$ cat src/design/icache_pkg.sv
// shared widths and bus bundles of the instruction cache, referenced by scoped name
package icache_pkg;

    ////////////////////////////////////////////////////////////
    // geometry
    ////////////////////////////////////////////////////////////

    // hit vector and lru logic are written for exactly two ways
    localparam int ways = 2;
    localparam int line_words = 4;
    localparam int line_width = 32 * line_words;

    ////////////////////////////////////////////////////////////
    // bundles
    ////////////////////////////////////////////////////////////

    // whole cache line, word 0 in the low bits
    typedef logic [line_width-1:0] refill_line_t;

    // response to the fetch stage
    typedef struct packed {
        logic [31:0] pc;
        // word at pc sits in the low half
        logic [63:0] pair_data;
        // upper instruction usable
        logic        pair_ok;
    } fetch_rsp_t;

    // line read request towards memory
    typedef struct packed {
        // low 4 bits always zero
        logic [31:0] line_addr;
    } mem_rd_t;

endpackage

$ cat src/design/icache_data_array.sv
// per-way line storage of the instruction cache, registered read of both ways, line write
`timescale 1ns/1ps

module icache_data_array #(
    parameter int index_width = 4
) (
    input  logic                         clk,
    input  logic [index_width-1:0]       rd_index,
    input  logic [index_width-1:0]       wr_index,
    input  logic [icache_pkg::ways-1:0]  data_we,
    input  icache_pkg::refill_line_t     wr_line,
    output icache_pkg::refill_line_t     line0,
    output icache_pkg::refill_line_t     line1
);

    localparam int sets = 1 << index_width;

    icache_pkg::refill_line_t line_mem [icache_pkg::ways][sets];

    ////////////////////////////////////////////////////////////
    // write port, one way at a time on refill
    ////////////////////////////////////////////////////////////

    always_ff @(posedge clk) begin
        for (int w = 0; w < icache_pkg::ways; w++) begin
            if (data_we[w]) begin
                line_mem[w][wr_index] <= wr_line;
            end
        end
    end

    ////////////////////////////////////////////////////////////
    // read port
    ////////////////////////////////////////////////////////////

    // both ways read in parallel, way picked later by hit
    always_ff @(posedge clk) begin
        line0 <= line_mem[0][rd_index];
        line1 <= line_mem[1][rd_index];
    end

endmodule

$ cat src/design/icache_refill_ctrl.sv
// sequencing FSM of the instruction cache covering lookup, miss request, refill and response
`timescale 1ns/1ps

module icache_refill_ctrl #(
    parameter int index_width = 4
) (
    input  logic                         clk,
    input  logic                         reset,
    input  logic                         req_valid,
    input  logic [31:0]                  req_addr,
    input  logic                         inval,
    input  logic [icache_pkg::ways-1:0]  hit,
    input  logic                         victim,
    input  logic                         mem_addr_ok,
    input  logic                         mem_data_ok,
    input  icache_pkg::refill_line_t     mem_line,
    output logic                         req_ready,
    output logic [31:0]                  look_addr,
    output logic [icache_pkg::ways-1:0]  tag_we,
    output logic [icache_pkg::ways-1:0]  data_we,
    output logic                         inval_all,
    output logic                         lru_touch,
    output logic                         rsp_from_refill,
    output icache_pkg::refill_line_t     refill_buf,
    output logic                         rsp_valid,
    output logic                         mem_req,
    output icache_pkg::mem_rd_t          mem_rd
);

    localparam int tag_width = 28 - index_width;

    typedef enum logic [2:0] {
        s_idle,
        s_lookup,
        s_miss_req,
        s_refill_wait,
        s_respond
    } state_t;

    state_t state;
    state_t state_next;
    logic inval_pend;
    logic accept;
    logic fill;
    logic [icache_pkg::ways-1:0] fill_way;

    // only one fetch in flight, accept in idle with no invalidate due
    assign req_ready = (state == s_idle) && !inval && !inval_pend;
    assign accept = req_valid && req_ready;
    assign inval_all = (state == s_idle) && (inval || inval_pend);

    assign fill = (state == s_refill_wait) && mem_data_ok;
    assign fill_way = victim ? 2'b10 : 2'b01;
    assign tag_we = fill ? fill_way : '0;
    assign data_we = fill ? fill_way : '0;

    assign lru_touch = (state == s_lookup) && (|hit);
    assign rsp_valid = lru_touch || (state == s_respond);
    assign rsp_from_refill = (state == s_respond);

    // line address built from tag and index of the missed fetch
    assign mem_req = (state == s_miss_req);
    assign mem_rd.line_addr = {look_addr[31:32-tag_width], look_addr[index_width+3:4], 4'h0};

    always_comb begin
        state_next = state;
        case (state)
            s_idle:        if (accept) state_next = s_lookup;
            s_lookup:      state_next = (|hit) ? s_idle : s_miss_req;
            s_miss_req:    if (mem_addr_ok) state_next = s_refill_wait;
            s_refill_wait: if (mem_data_ok) state_next = s_respond;
            default:       state_next = s_idle;
        endcase
    end

    always_ff @(posedge clk) begin
        if (reset) begin
            state <= s_idle;
            inval_pend <= 1'b0;
        end else begin
            state <= state_next;
            // invalidate outside idle waits until the fetch is done
            if (state == s_idle) begin
                inval_pend <= 1'b0;
            end else if (inval) begin
                inval_pend <= 1'b1;
            end
        end
    end

    always_ff @(posedge clk) begin
        if (accept) begin
            look_addr <= req_addr;
        end
        if (fill) begin
            refill_buf <= mem_line;
        end
    end

    a_mem_req_hold: assert property (@(posedge clk) disable iff (reset)
        mem_req && !mem_addr_ok |=> mem_req && $stable(mem_rd));

    a_rsp_single: assert property (@(posedge clk) disable iff (reset)
        rsp_valid |=> !rsp_valid);

endmodule

$ cat src/design/icache_tag_array.sv
// per-way tag and valid storage of the instruction cache, registered read and hit compare
`timescale 1ns/1ps

module icache_tag_array #(
    parameter int index_width = 4
) (
    input  logic                         clk,
    input  logic                         reset,
    input  logic [index_width-1:0]       rd_index,
    input  logic [31:0]                  look_addr,
    input  logic [icache_pkg::ways-1:0]  tag_we,
    input  logic                         inval_all,
    output logic [icache_pkg::ways-1:0]  hit
);

    localparam int sets = 1 << index_width;
    localparam int tag_width = 28 - index_width;

    logic [tag_width-1:0] tag_mem [icache_pkg::ways][sets];
    logic [icache_pkg::ways-1:0][sets-1:0] valid_bits;

    logic [tag_width-1:0] rd_tag [icache_pkg::ways];
    logic [icache_pkg::ways-1:0] rd_valid;

    logic [tag_width-1:0] look_tag;
    logic [index_width-1:0] wr_index;

    assign look_tag = look_addr[31:32-tag_width];
    assign wr_index = look_addr[index_width+3:4];

    ////////////////////////////////////////////////////////////
    // tag storage
    ////////////////////////////////////////////////////////////

    always_ff @(posedge clk) begin
        for (int w = 0; w < icache_pkg::ways; w++) begin
            if (tag_we[w]) begin
                tag_mem[w][wr_index] <= look_tag;
            end
            rd_tag[w] <= tag_mem[w][rd_index];
        end
    end

    // valid bits, cleared by reset and by invalidate
    always_ff @(posedge clk) begin
        if (reset) begin
            valid_bits <= '0;
            rd_valid <= '0;
        end else begin
            for (int w = 0; w < icache_pkg::ways; w++) begin
                rd_valid[w] <= valid_bits[w][rd_index];
                if (tag_we[w]) begin
                    valid_bits[w][wr_index] <= 1'b1;
                end
            end
            if (inval_all) begin
                valid_bits <= '0;
            end
        end
    end

    // compare during the lookup cycle
    always_comb begin
        for (int w = 0; w < icache_pkg::ways; w++) begin
            hit[w] = rd_valid[w] && (rd_tag[w] == look_tag);
        end
    end

    // a refill only ever fills a tag that missed, so no set holds it twice
    a_hit_onehot: assert property (@(posedge clk) disable iff (reset)
        hit[0] |-> !hit[1]);

endmodule

$ cat src/design/icache_top.sv
// top level of the two-way read-only instruction cache, connects arrays, way select and FSM
`timescale 1ns/1ps

module icache_top #(
    parameter int index_width = 4
) (
    input  logic                      clk,
    input  logic                      reset,
    input  logic                      req_valid,
    input  logic [31:0]               req_addr,
    output logic                      req_ready,
    output logic                      rsp_valid,
    output icache_pkg::fetch_rsp_t    rsp,
    input  logic                      inval,
    output logic                      mem_req,
    output icache_pkg::mem_rd_t       mem_rd,
    input  logic                      mem_addr_ok,
    input  logic                      mem_data_ok,
    input  icache_pkg::refill_line_t  mem_line
);

    logic [31:0] look_addr;
    logic [index_width-1:0] rd_index;
    logic [index_width-1:0] wr_index;
    logic [icache_pkg::ways-1:0] hit;
    logic [icache_pkg::ways-1:0] tag_we;
    logic [icache_pkg::ways-1:0] data_we;
    logic inval_all;
    logic lru_touch;
    logic rsp_from_refill;
    logic victim;
    icache_pkg::refill_line_t refill_buf;
    icache_pkg::refill_line_t line0;
    icache_pkg::refill_line_t line1;

    // arrays read the incoming fetch index at the accept edge
    assign rd_index = req_addr[index_width+3:4];
    assign wr_index = look_addr[index_width+3:4];

    icache_refill_ctrl #(.index_width(index_width)) i_ctrl (
        .clk(clk), .reset(reset),
        .req_valid(req_valid), .req_addr(req_addr), .inval(inval),
        .hit(hit), .victim(victim),
        .mem_addr_ok(mem_addr_ok), .mem_data_ok(mem_data_ok), .mem_line(mem_line),
        .req_ready(req_ready), .look_addr(look_addr),
        .tag_we(tag_we), .data_we(data_we), .inval_all(inval_all),
        .lru_touch(lru_touch), .rsp_from_refill(rsp_from_refill),
        .refill_buf(refill_buf), .rsp_valid(rsp_valid),
        .mem_req(mem_req), .mem_rd(mem_rd)
    );

    icache_tag_array #(.index_width(index_width)) i_tags (
        .clk(clk), .reset(reset),
        .rd_index(rd_index), .look_addr(look_addr),
        .tag_we(tag_we), .inval_all(inval_all), .hit(hit)
    );

    icache_data_array #(.index_width(index_width)) i_data (
        .clk(clk),
        .rd_index(rd_index), .wr_index(wr_index),
        .data_we(data_we), .wr_line(mem_line),
        .line0(line0), .line1(line1)
    );

    icache_way_select #(.index_width(index_width)) i_way_sel (
        .clk(clk), .reset(reset),
        .look_addr(look_addr), .hit(hit),
        .line0(line0), .line1(line1), .refill_buf(refill_buf),
        .rsp_from_refill(rsp_from_refill), .lru_touch(lru_touch), .tag_we(tag_we),
        .victim(victim), .rsp(rsp)
    );

endmodule

$ cat src/design/icache_way_select.sv
// lru state, victim choice and response assembly of the instruction cache
`timescale 1ns/1ps

module icache_way_select #(
    parameter int index_width = 4
) (
    input  logic                         clk,
    input  logic                         reset,
    input  logic [31:0]                  look_addr,
    input  logic [icache_pkg::ways-1:0]  hit,
    input  icache_pkg::refill_line_t     line0,
    input  icache_pkg::refill_line_t     line1,
    input  icache_pkg::refill_line_t     refill_buf,
    input  logic                         rsp_from_refill,
    input  logic                         lru_touch,
    input  logic [icache_pkg::ways-1:0]  tag_we,
    output logic                         victim,
    output icache_pkg::fetch_rsp_t       rsp
);

    localparam int sets = 1 << index_width;
    localparam int off_width = $clog2(icache_pkg::line_words);

    // one bit per set, holds the way to evict next
    logic [sets-1:0] lru_victim;
    logic [index_width-1:0] look_index;
    logic recent_way;

    icache_pkg::refill_line_t sel_line;
    logic [31:0] words [icache_pkg::line_words];
    logic [off_width-1:0] word_off;

    assign look_index = look_addr[index_width+3:4];
    assign word_off = look_addr[off_width+1:2];

    ////////////////////////////////////////////////////////////
    // lru
    ////////////////////////////////////////////////////////////

    assign victim = lru_victim[look_index];
    // hit way on a touch, else the way being filled
    assign recent_way = lru_touch ? hit[1] : tag_we[1];

    always_ff @(posedge clk) begin
        if (reset) begin
            lru_victim <= '0;
        end else if (lru_touch || (|tag_we)) begin
            lru_victim[look_index] <= ~recent_way;
        end
    end

    ////////////////////////////////////////////////////////////
    // response
    ////////////////////////////////////////////////////////////

    always_comb begin
        if (rsp_from_refill) begin
            sel_line = refill_buf;
        end else if (hit[1]) begin
            sel_line = line1;
        end else begin
            sel_line = line0;
        end
        for (int i = 0; i < icache_pkg::line_words; i++) begin
            words[i] = sel_line[32*i +: 32];
        end
    end

    // pairs only start on even words, odd offsets give a single instruction
    always_comb begin
        rsp.pc = look_addr;
        if (word_off[0]) begin
            rsp.pair_data = {32'h0, words[word_off]};
            rsp.pair_ok = 1'b0;
        end else begin
            rsp.pair_data = {words[word_off + 1'b1], words[word_off]};
            rsp.pair_ok = 1'b1;
        end
    end

endmodule

$ cat config.mk
export PLATFORM = sky130hd
export DESIGN_NAME = icache_top
export DESIGN_NICKNAME = d
export VERILOG_FILES = /design/src/design/icache_pkg.sv /design/src/design/icache_data_array.sv /design/src/design/icache_refill_ctrl.sv /design/src/design/icache_tag_array.sv /design/src/design/icache_top.sv /design/src/design/icache_way_select.sv
export SDC_FILE = /design/constraint.sdc
export NUM_CORES = 2
export LEC_CHECK = 0
export BUFFER_PORTS_ARGS = -buffer_cell sky130_fd_sc_hd__buf_2
export CAP_MARGIN = 15
export CORE_ASPECT_RATIO = 0.5
export CORE_UTILIZATION = 55
export CTS_CLUSTER_SIZE = 40
export DETAILED_ROUTE_END_ITERATION = 12
export HOLD_SLACK_MARGIN = 0.08
export PLACE_DENSITY = 0.71
export SLEW_MARGIN = 20
export SYNTH_ARGS = -nofsm -noshare
export SYNTH_HDL_FRONTEND = slang
export SYNTH_MEMORY_MAX_BITS = 65536
export SYNTH_SLANG_ARGS = --single-unit
$ cat constraint.sdc
create_clock -name clk -period 16.7 [get_ports clk]
set_clock_uncertainty 0.1 [all_clocks]
set_input_delay 0.835 -clock clk [delete_from_list [all_inputs] [get_ports clk]]
set_output_delay 0.835 -clock clk [all_outputs]
set_load 0.05 [all_outputs]
==> results.md <==
* Post-CTS sizing at 0
* Most instantiated cells after synthesis: 5024 x edfxtp_1, 1503 x mux4_2, 358 x dfxtp_1, 343 x clkbuf_1, 168 x nor2_1
* Endpoint class of the critical path: primary output
* Crit path depth at 9
* Post-route ant nets at 0
* Tcrit/Tclk final at 46.55%
* Clk_lat worst skew at 1020 ps
* Switching share of power at 21.78%
* Vias per cell at 6.913
* Area of the core at 362500 um2
* Die width at 856.7 um
* Post-Route Utilization at 61.75%
* PortBufs at 293
* Ports at 298
* Initial antenna violation count at 101
* Leak at 0.07039 uW
* Reg2Reg Launch Point: i_ctrl.look_addr[4]
* Crit path cell chain: xnor2_1, nand4_1, nor4_4, buf_4, buf_4, nand2_2, a211oi_1, o221ai_1, buf_2
* Reg2Reg Depth at 9
* First-pass GRT wire length at 764.3 mm
* Total gr overflow at 0
* Combinational Power Share at 4.9%
* CP max FO at 94
* Seq cells post-synth at 5382
* CTS tree: done
* Routability congestion estimate at 0.9518
* Total of max-cap violations at 0
* Shortest period the worst path allows at 7773 ps
* Worst Max-Slew Pin Slew at 1324 ps
* Detailed placement HPWL at 303.2 mm
* # H-tree levels at 5
* Post-Syn Area per Cell at 23.83 um2
* Mapped Area at 200900 um2
* HP Class: input pin to register
* Grt met3 use at 9.040%
* Die height at 429.4 um
* Setup bufs post-CTS at 0
* Mapped Cells at 8431
* Most used cell, CP: buf_4
* DRC at 0
* F_max at 128.6 MHz
* Post-route setup TNS at 0 ps
* Area grow syn2layout at 11.41%
* Crit path launch: i_ctrl.look_addr[28]
* Most frequent cell after synthesis: edfxtp_1
* Required time worst endpoint at 15770 ps
* Maximum vdd drop at 0.00009938 V
* CP max stage delay at 1060 ps
* P_int at 21160 uW
* RSZ-0062 raised after global routing: no
* # nets final at 9073
* Outcome: finished, final reports clean
* Synth top area cells: edfxtp_1 75%, mux4_2 17%, dfxtp_1 3.6%
* Post-synth top flop: edfxtp_1
* Worst Setup Start Kind: register
* Pwr per Cell Area at 120.9 nW/um2
* Fill cells at 23.78k
* Critical-path top delay cell: edfxtp_1
* Slew HR at 10.81%
* Final slew viol count at 0
* Reg clk slew, reported paths at 70 ps
* 1st-pass router iterations at 9
* Placed inst area at 208600 um2
* Unique masters post-synth at 47
* CTS Hold Bufs at 30
* Worst flop-to-flop path endpoint: i_data.line_mem[0][578]
* Endpoints failing setup at 0
* Total wire length at 555.5 mm
* Starting density of the core at 55.43%
* Synth top area share at 75.09%
* Met1 GRT Util at 43.60%
* Arrival time worst endpoint at 6840 ps
* Largest net degree at the start of global routing at 141
* Seq pwr share at 55.6%
* Most used routing layer in global routing: met1
* CP Class: register to primary output
* Via count at 98.15k
* Buf+Inv Stages, Crit Path at 3
* Switching pwr at 5893 uW
* Yosys warnings at 0
* Hold Vio Cnt, Final at 0
* Clk buf depth at 4
* Share of layout cells above drive strength 1 at 29.40%
* Number of synthesized flops with an enable pin at 5024
* Total GRT Usage at 29.96%
* Met2 Use GR at 43.26%
* DIE AREA at 367900 um2
* Seq/Total Area, Yosys at 78.66%
* Drt wl/cell at 39.13 um
* CTS root buf: clkbuf_16
* # rows at 156
* Leading area contributor after synthesis: edfxtp_1
* Internal reg-to-reg setup slack at 10550 ps
* # clock sinks at 5382
* Vias in the first global route at 94.54k
* Initial drt markers at 16.29k
* Clk pwr share at 39.5%
* Final instance area at 223800 um2
* Asr flop ratio synth at 0%
* Top delay family on crit path: buffers and inverters
* TritonCTS buffer count at 442
* Setup crit end: rsp[2]
## layout make-up
class	instances	area, um2	share of cell area, %
timing repair buffer	540	3821	1.707
antenna	85	212.7	0.09503
multi-input combinational	2538	41040	18.33
inverter	3	11.26	0.005031
clock buffer	608	12280	5.488
tap	4819	6030	2.694
sequential	5382	158000	70.60
clock inverter	222	2399	1.072
## power by group through the flow
stage	Clock [uW]	Sequential, uW	Combinational [uW]
4_1_cts	10800	15000	1330
5_1_grt	11300	15000	1390
3_3_place_gp	0	15300	1300
2_1_floorplan	0	15200	790
3_5_place_dp	0	15300	1320
6_report	10700	15000	1340
## how the worst min path moves through the flow
stage	slack, ps	from	cells after the start	end
2_1_floorplan	340	i_tags.valid_bits[10]	1	i_tags.valid_bits[10]
3_3_place_gp	340	i_tags.valid_bits[2]	1	i_tags.valid_bits[2]
3_5_place_dp	350	i_tags.valid_bits[31]	1	i_tags.valid_bits[31]
4_1_cts	80	req_valid	3	i_ctrl.state[0]
5_1_grt	140	req_valid	3	i_ctrl.state[0]
6_report	160	req_valid	3	i_ctrl.state[0]
## metrics by stage
step / power (uW) / hold slack, ps / worst slack [ps] / std cells
2_1_floorplan: 15980 / 335.4 / 3826 / 8434
3_3_place_gp: 16610 / 341.3 / 10520 / 13250
3_5_place_dp: 16620 / 348.9 / 10290 / 13250
4_1_cts: 27090 / 81.13 / 9202 / 14110
6_report: 27050 / 159.3 / 8927 / 14200
5_1_grt: 27660 / 138.6 / 8901 / 14140
## cells by family (layout without fill, tap and decap cells)
logic type	Yosys count	in the layout	share of synthesized area, %
buf+inv	514	1373	1.079
simple gates	326	326	0.7897
compound gates	591	591	2.052
other cells	1	89	0.001867
xor+xnor	48	48	0.2092
flops	5382	5382	78.66
mux	1569	1569	17.21
## layout by cell type (no fill, tap or decap), types with 60 or more instances in the layout
master and count:
nor2_1 132, clkbuf_1 115, clkbuf_16 450, buf_4 187, dfxtp_1 358, a21boi_0 97, mux4_2 1503, buf_2 289
clkinv_2 89, a41o_1 64, diode_2 85, mux2i_1 61, and3_1 64, a211oi_1 60, edfxtp_1 5024, o21ai_0 110
a21oi_1 103, o221ai_1 64
## tightest hold or removal path: cells and delay by family
family | cells | cell delay [ps]
and+or+nand+nor | 1 | 70
AOI/OAI and AO/OA | 1 | 150
buffers and inverters | 1 | 100
## per-layer routing
layer | vias to the layer above | part of all wire, %
met4 | 34 | 4.6
met2 | 7410 | 44
met1 | 52360 | 37
met5 | - | 0.038
li1 | 37150 | -
met3 | 1203 | 14
## sequential cells by signal (all words and copies together), names as in the netlist
signal and cells:
i_data.line_mem 4096, i_tags.tag_mem 768, i_ctrl.refill_buf 128, i_data.line0 128
i_data.line1 128, i_tags.rd_tag 48, i_ctrl.look_addr 32, i_tags.valid_bits 32
i_way_sel.lru_victim 16, i_ctrl.state 3, i_tags.rd_valid 2, i_ctrl.inval_pend 1
No activity file was read; power rests on OpenSTA's default activity.
